[config.mk]
export PLATFORM = sky130hd
export DESIGN_NAME = riscboy_fpga
export DESIGN_NICKNAME = d
export VERILOG_FILES = /design/src/source/riscboy_pkg.sv /design/src/source/fpga_reset.sv /design/src/source/gpio_regs.sv /design/src/source/rgb_led_driver.sv /design/src/source/riscboy_fpga.sv
export VERILOG_INCLUDE_DIRS = /design/src /design/src/source
export SDC_FILE = /design/constraint.sdc
export NUM_CORES = 1
export LEC_CHECK = 0
export BUFFER_PORTS_ARGS = -buffer_cell sky130_fd_sc_hd__buf_2
export CORE_MARGIN = 3
export CORE_UTILIZATION = 30
export DETAILED_ROUTE_END_ITERATION = 10
export PLACE_DENSITY = 0.49
export SLEW_MARGIN = 15
export SYNTH_ARGS = -nofsm -noshare
export SYNTH_HDL_FRONTEND = slang
export SYNTH_SLANG_ARGS = --single-unit
[constraint.sdc]
create_clock -name clk -period 3.35 [get_ports clk]
set_input_delay 0.67 -clock clk [delete_from_list [all_inputs] [get_ports clk]]
set_output_delay 0.67 -clock clk [all_outputs]
set_load 0.01 [all_outputs]
[src/source/riscboy_cfg.svh]
/* riscboy board subsystem configuration
   pin widths, reset timing, pwm and heartbeat divisors */
`ifndef RISCBOY_CFG_SVH
`define RISCBOY_CFG_SVH

// gpio block
`define RISCBOY_GPIO_W 16 // pins on the gpio block

// set bits are routed to pads
// pin 0 stays inside as the led request
`define RISCBOY_GPIO_IS_PAD 16'hfffe

// register bus
`define RISCBOY_ADDR_W 2 // four registers

// reset generator
`define RISCBOY_RST_SHIFT 3 // synchronizer stages
`define RISCBOY_RST_COUNT 20 // hold cycles after sync, short for simulation

// rgb led driver
`define RISCBOY_PWM_W 4 // 16 cycle pwm period

// heartbeat half period in clk cycles
// a real board would want millions here
`define RISCBOY_BLINK_DIV 40

`endif

[src/source/riscboy_pkg.sv]
/* riscboy board subsystem types
   register write port, pad drive and led configuration */
`default_nettype none

`include "riscboy_cfg.svh"

package riscboy_pkg;

	// plain vectors with a meaning
	typedef logic [`RISCBOY_GPIO_W-1:0] gpio_vec_t; // one bit per pin
	typedef logic [`RISCBOY_PWM_W-1:0]  pwm_duty_t; // high cycles per period
	typedef logic [`RISCBOY_ADDR_W-1:0] reg_addr_t; // register select

	// register write port, plain strobe
	typedef struct packed {
		logic      wr;    // single cycle write
		reg_addr_t addr;  // target register
		gpio_vec_t wdata; // write data
	} bus_wr_t;

	// pad drive towards the outside
	typedef struct packed {
		gpio_vec_t out; // output level
		gpio_vec_t oe;  // output enable
	} pad_out_t;

	// LEDCFG register layout
	// hb_sel is bit 12, duty_r sits in the low nibble
	typedef struct packed {
		logic      hb_sel; // blue follows heartbeat
		pwm_duty_t duty_b;
		pwm_duty_t duty_g;
		pwm_duty_t duty_r;
	} led_cfg_t;

	// led pins
	typedef struct packed {
		logic r;
		logic g;
		logic b;
	} led_out_t;

endpackage

`default_nettype wire

[src/source/fpga_reset.sv]
/* board reset generator
   syncs the external reset and holds the core for a few more cycles */
`timescale 1ns/1ps
`default_nettype none

`include "riscboy_cfg.svh"

module fpga_reset (
	input  wire  clk,
	input  wire  arst_n,
	input  wire  force_rst_n, // low restarts the sequence
	output logic rst_n
);

	localparam int shift = `RISCBOY_RST_SHIFT;
	localparam int count = `RISCBOY_RST_COUNT;
	localparam int cnt_w = $clog2(count + 1); // must hold count itself

	logic [shift-1:0] sync_q; // shift chain, fills with ones
	logic [cnt_w-1:0] hold_q; // cycles since sync done
	logic             sync_done;

	assign sync_done = sync_q[shift-1]; // last stage of the chain

	// synchronizer chain
	always_ff @(posedge clk or negedge arst_n) begin
		if (!arst_n) begin
			sync_q <= '0;
		end else begin
			sync_q <= {sync_q[shift-2:0], force_rst_n}; // shift in at bit 0
		end
	end

	// hold counter, rst_n comes out registered
	always_ff @(posedge clk or negedge arst_n) begin
		if (!arst_n) begin
			hold_q <= '0;
			rst_n  <= 1'b0;
		end else if (!sync_done) begin
			// chain not full yet or force_rst_n dropped
			hold_q <= '0;
			rst_n  <= 1'b0;
		end else begin
			if (hold_q != cnt_w'(count)) begin
				hold_q <= hold_q + 1'b1; // saturates at count
			end
			rst_n <= (hold_q == cnt_w'(count)); // release after full hold
		end
	end

endmodule

`default_nettype wire

[src/source/gpio_regs.sv]
/* gpio register file
   OUT, OE and LEDCFG registers, pad routing and synchronized read-back */
`timescale 1ns/1ps
`default_nettype none

`include "riscboy_cfg.svh"

module gpio_regs (
	input  wire                         clk,
	input  wire                         arst_n,
	input  wire riscboy_pkg::bus_wr_t   bus,
	input  wire riscboy_pkg::reg_addr_t rd_addr,
	input  wire riscboy_pkg::gpio_vec_t pad_in,
	output riscboy_pkg::gpio_vec_t      rd_data,
	output riscboy_pkg::pad_out_t       pads,
	output logic                        led_req,
	output riscboy_pkg::led_cfg_t       led_cfg
);

	import riscboy_pkg::*;

	localparam gpio_vec_t pad_mask = `RISCBOY_GPIO_IS_PAD;
	localparam int        gpio_w   = `RISCBOY_GPIO_W;
	localparam int        cfg_w    = $bits(led_cfg_t); // 13 bits used of the word

	// register map
	localparam reg_addr_t addr_out    = reg_addr_t'(0);
	localparam reg_addr_t addr_oe     = reg_addr_t'(1);
	localparam reg_addr_t addr_in     = reg_addr_t'(2); // read only
	localparam reg_addr_t addr_ledcfg = reg_addr_t'(3);

	gpio_vec_t out_q;     // OUT register
	gpio_vec_t oe_q;      // OE register
	led_cfg_t  ledcfg_q;  // LEDCFG register
	gpio_vec_t in_meta_q; // first sync stage
	gpio_vec_t in_q;      // IN register, second stage
	gpio_vec_t rd_mux;

	// register writes take effect on the strobe edge
	always_ff @(posedge clk or negedge arst_n) begin
		if (!arst_n) begin
			out_q    <= '0;
			oe_q     <= '0; // all pads floating after reset
			ledcfg_q <= '0; // leds dark
		end else if (bus.wr) begin
			case (bus.addr)
				addr_out: begin
					out_q <= bus.wdata;
				end
				addr_oe: begin
					oe_q <= bus.wdata;
				end
				addr_ledcfg: begin
					ledcfg_q <= led_cfg_t'(bus.wdata[cfg_w-1:0]); // upper bits dropped
				end
				default: begin
					// writes to IN are ignored
				end
			endcase
		end
	end

	// pad inputs cross in through two flops
	always_ff @(posedge clk) begin
		in_meta_q <= pad_in;
		in_q      <= in_meta_q & pad_mask; // internal pins read 0
	end

	// read select
	always_comb begin
		case (rd_addr)
			addr_out: begin
				rd_mux = out_q;
			end
			addr_oe: begin
				rd_mux = oe_q;
			end
			addr_in: begin
				rd_mux = in_q;
			end
			addr_ledcfg: begin
				rd_mux = {{(gpio_w - cfg_w){1'b0}}, ledcfg_q}; // zero extended
			end
			default: begin
				rd_mux = '0;
			end
		endcase
	end

	// registered read-back, one cycle after rd_addr
	always_ff @(posedge clk or negedge arst_n) begin
		if (!arst_n) begin
			rd_data <= '0;
		end else begin
			rd_data <= rd_mux;
		end
	end

	// internal pins never reach the outside
	assign pads.out = out_q & pad_mask;
	assign pads.oe  = oe_q & pad_mask;

	// pin 0 is the on-board led request instead of a pad
	// needs both level and enable like a real pin would
	assign led_req = out_q[0] & oe_q[0];

	assign led_cfg = ledcfg_q; // straight to the led driver

endmodule

`default_nettype wire

[src/source/rgb_led_driver.sv]
/* rgb led driver
   per-channel pwm, heartbeat divider and blue source select */
`timescale 1ns/1ps
`default_nettype none

`include "riscboy_cfg.svh"

module rgb_led_driver (
	input  wire                        clk,
	input  wire                        arst_n,
	input  wire                        led_req, // gpio pin 0
	input  wire riscboy_pkg::led_cfg_t led_cfg,
	output riscboy_pkg::led_out_t      leds
);

	import riscboy_pkg::*;

	localparam int div   = `RISCBOY_BLINK_DIV;
	localparam int div_w = $clog2(div);

	pwm_duty_t        pwm_cnt_q; // free running, wraps every 16
	logic [div_w-1:0] div_q;     // heartbeat prescaler
	logic             hb_q;      // heartbeat level
	logic             pwm_r;
	logic             pwm_g;
	logic             pwm_b;

	// pwm period counter
	// zero at reset release so the first period starts right away
	always_ff @(posedge clk or negedge arst_n) begin
		if (!arst_n) begin
			pwm_cnt_q <= '0;
		end else begin
			pwm_cnt_q <= pwm_cnt_q + 1'b1; // natural wrap
		end
	end

	// high while counter below duty
	assign pwm_r = (pwm_cnt_q < led_cfg.duty_r);
	assign pwm_g = (pwm_cnt_q < led_cfg.duty_g);
	assign pwm_b = (pwm_cnt_q < led_cfg.duty_b);

	// heartbeat divider, the blinky of the board
	always_ff @(posedge clk or negedge arst_n) begin
		if (!arst_n) begin
			div_q <= '0;
			hb_q  <= 1'b0; // starts low
		end else if (div_q == div_w'(div - 1)) begin
			div_q <= '0;
			hb_q  <= ~hb_q; // half period done
		end else begin
			div_q <= div_q + 1'b1;
		end
	end

	// registered pins so the pads see no glitches
	always_ff @(posedge clk or negedge arst_n) begin
		if (!arst_n) begin
			leds <= '0;
		end else begin
			leds.r <= pwm_r;
			leds.g <= pwm_g & led_req; // green is the gpio led
			leds.b <= led_cfg.hb_sel ? hb_q : pwm_b;
		end
	end

endmodule

`default_nettype wire

[src/source/riscboy_fpga.sv]
/* riscboy board subsystem top level
   reset generator, gpio registers and rgb led driver */
`timescale 1ns/1ps
`default_nettype none

module riscboy_fpga (
	input  wire                         clk,
	input  wire                         arst_n,    // external board reset
	input  wire riscboy_pkg::bus_wr_t   bus,       // register writes
	input  wire riscboy_pkg::reg_addr_t rd_addr,   // register read select
	input  wire riscboy_pkg::gpio_vec_t pad_in,    // raw pad levels
	output wire riscboy_pkg::gpio_vec_t rd_data,   // registered read data
	output wire riscboy_pkg::pad_out_t  pads,      // pad out and oe
	output wire riscboy_pkg::led_out_t  leds,      // rgb led pins
	output wire                         sys_rst_n  // released core reset
);

	import riscboy_pkg::*;

	wire           led_req; // gpio pin 0 towards green
	wire led_cfg_t led_cfg; // LEDCFG register contents

	// core reset
	// sys_rst_n also resets the blocks below
	fpga_reset rstgen (
		.clk         (clk),
		.arst_n      (arst_n),
		.force_rst_n (1'b1), // no soft reset source here
		.rst_n       (sys_rst_n)
	);

	// gpio and led configuration registers
	gpio_regs gpio (
		.clk     (clk),
		.arst_n  (sys_rst_n),
		.bus     (bus),
		.rd_addr (rd_addr),
		.pad_in  (pad_in),
		.rd_data (rd_data),
		.pads    (pads),
		.led_req (led_req),
		.led_cfg (led_cfg)
	);

	// rgb led with heartbeat
	rgb_led_driver ledctl (
		.clk     (clk),
		.arst_n  (sys_rst_n),
		.led_req (led_req),
		.led_cfg (led_cfg),
		.leds    (leds)
	);

endmodule

`default_nettype wire

==> results.json <==
{
  "placement.io_buffers": 87,
  "cts_tree": "built",
  "holdCritPathClass": "in2async",
  "cp_data_required_time_ns": 2.68,
  "track_usage_pct": 11.8,
  "critical_path.n_buffers_inverters": 1,
  "post_cts_hold_buffer_count": 0,
  "post_route_cells_drive_above_1_share_pct": 46.5,
  "initial_antenna_violation_count": 0,
  "yosys_warning_total": 0,
  "setup_repair_after_global_routing_missed_its_margin": "false",
  "die-width_um": 127,
  "setup_viol": 0,
  "routedWlPerCell_um": 15.3,
  "die_extent_in_y_um": 127,
  "drt_pre_antenna_iters": 4,
  "netlist_area_sq_um": 4410,
  "detailedRoute.firstIterationViolations": 98,
  "power.density_cell_area_nw_per_um2": 721,
  "grt_overflow_total": 0,
  "post_cts_setup_driven_buffer_insertion_count": 0,
  "whs_ns": 0.102,
  "critPathArrivalTime_ns": 1.20,
  "run_status": "completed",
  "post_cts_resize_count": 0,
  "drt-vias-per-instance": 4.35,
  "num_vias": 2460,
  "fillCellCount": 1374,
  "postRouteAntennaNets": 0,
  "worstPathMaxFanout": 16,
  "buffer_depth_of_the_longest_clock_path": 2,
  "fin_setup_tns_ns": 0,
  "cellLeakagePower_uw": 0.00261,
  "max_cap_viol_count": 0,
  "final-hold-violation-count": 0,
  "syn-mean-instance-area_sq_um": 14.6,
  "clk_pin_slew_worst_paths_ns": 0.05,
  "timing.critical_path.from_type": "flip-flop",
  "floorplan.die_area_sq_um": 16200,
  "num_antenna_cells": 0,
  "core-area_sq_um": 14100,
  "register_area_share_after_synthesis_pct": 61.3,
  "critical_path.slowest_cell": "dfrtp_4",
  "mostFrequentLayoutCells": "87 x buf_2, 83 x dfrtp_1, 45 x mux2_2",
  "layout_commonest_cell": "buf_2",
  "routed_wirelength_um": 8620,
  "pin_slew_with_the_least_headroom_to_its_limit_ns": 0.837,
  "grt_start_max_net_pins": 62,
  "post_synth_num_cell_types": 31,
  "crit_path_cell_trace": "buf_2",
  "gp_routability_congestion": 0.686,
  "final-max-slew-violation-count": 0,
  "min_period_over_period_pct": 55.8,
  "hpwl_um": 5830,
  "drc_errors": 0,
  "ir_worst_vdd_mv": 0.392,
  "initial_utilization_pct": 31.3,
  "cts_max_level": 4,
  "clockRootBuffer": "clkbuf_16",
  "nets": 424,
  "rows": 43,
  "worst_skew_pair.late_latency_ns": 0.41,
  "netlist_instances": 302,
  "skew_ns": 0.00738,
  "clock_sinks": 114,
  "final_period_minus_worst_setup_slack_ns": 1.87,
  "worstSetupEndpointType": "primary output",
  "first_global_vias": 2642,
  "synth_seq_cells": 114,
  "timing.fmax_mhz": 535,
  "worst_slew_slack_as_a_fraction_of_its_limit_pct": 44.0,
  "area_growth_syn_to_layout_pct": 22.5,
  "cp_slowest_stage_delay_ns": 0.60,
  "floorplan.io_pins": 91,
  "timing.critical_path.max_delay_family": "flip-flops",
  "cts_made_buffers": 17,
  "grt_first_pass_wirelength_um": 14100,
  "critPathKind": "reg2out"
}
## Yosys cell counts (all sizes together)
cell type	instances	area (sq um)
a211oi	1	7.51
a21oi	6	30.0
and3	2	12.5
and4	1	8.76
buf	39	289
conb	2	7.51
dfrtp	84	2100
dfxtp	30	601
ha	13	163
inv	13	48.8
mux2	45	507
mux2i	5	50.1
mux4	12	270
nand2	6	22.5
nand2b	2	12.5
nand3	6	30.0
nand3b	2	18.8
nand4b	1	8.76
nor2	7	26.3
nor2b	1	6.26
nor3	1	5.00
nor3b	3	33.8
o211ai	1	7.51
o21a	2	15.0
o21ai	7	35.0
xnor2	6	52.6
xor2	4	35.0
## per-layer routing
metal | up-vias | share of wire, % | GRT usage (%)
met5 | - | 0 | 0
met4 | 0 | 1.7 | 5.49
met3 | 11 | 5.9 | 4.68
met2 | 67 | 47 | 17.5
met1 | 1233 | 45 | 15.1
li1 | 1149 | - | -
## final timing paths
| check | from | endpoint | slack, ns | depth (start not counted) |
|---|---|---|---|---|
| hold reg to reg | rstgen.rst_n | gpio.rd_data[1] | 0.20 | 0 |
| min in group clk | gpio.in_meta_q[4] | gpio.in_q[4] | 0.32 | 0 |
| max in group asynchronous | rstgen.rst_n | ledctl.hb_q | 2.09 | 1 |
| setup / recovery | rstgen.rst_n | sys_rst_n | 1.48 | 1 |
| hold / removal | arst_n | rstgen.sync_q[0] | 0.10 | 1 |
| setup reg to reg | ledctl.pwm_cnt_q[3] | ledctl.leds[0] | 2.01 | 4 |
## sequential cells by signal, indices dropped and copies added, names as in the netlist
signal	count
rstgen.rst_n	1
gpio.led_cfg	13
gpio.in_q	15
ledctl.leds	3
gpio.oe_q	16
ledctl.pwm_cnt_q	4
gpio.in_meta_q	15
ledctl.hb_q	1
rstgen.sync_q	3
rstgen.hold_q	5
ledctl.div_q	6
gpio.out_q	16
gpio.rd_data	16
## area by class of cell
cell class                      instances  area [sq um]  share of cell area (%)
Clock buffer                           21           460                    8.53
Clock inverter                         11           136                    2.53
Inverter                               13          48.8                   0.904
Multi-Input combinational cell        137          1370                    25.4
Sequential cell                       114          2710                    50.2
Tap cell                              180           225                    4.17
Timing Repair Buffer                   89           450                    8.35
## through the flow
stage	area (sq um)	cells	utilization, %	worst slack (ns)	total power (uW)
floorplan	4410	303	-	0.711	2020
global placement	4800	533	34.0	1.25	2120
detailed placement	4800	533	34.0	1.22	2130
CTS	5400	565	38.3	1.44	3950
global route	5400	565	38.3	1.43	4080
finish	5400	565	38.3	1.48	3890
## kinds of logic (layout without fill, tap and decap cells)
group / after synthesis / count (layout) / synth area share [%]
flops: 114 / 114 / 61.3
simple gates: 32 / 32 / 4.20
fa+ha+maj: 13 / 13 / 3.69
compound gates: 17 / 17 / 2.16
xor+xnor: 10 / 10 / 1.99
buf+inv: 52 / 134 / 7.67
other cells: 2 / 3 / 0.170
mux: 62 / 62 / 18.8
## power by group
part	internal, uW	switching (uW)
combinational	243	201
sequential	1550	95.5
clock	1200	600
(Power assumes the default switching activity.)
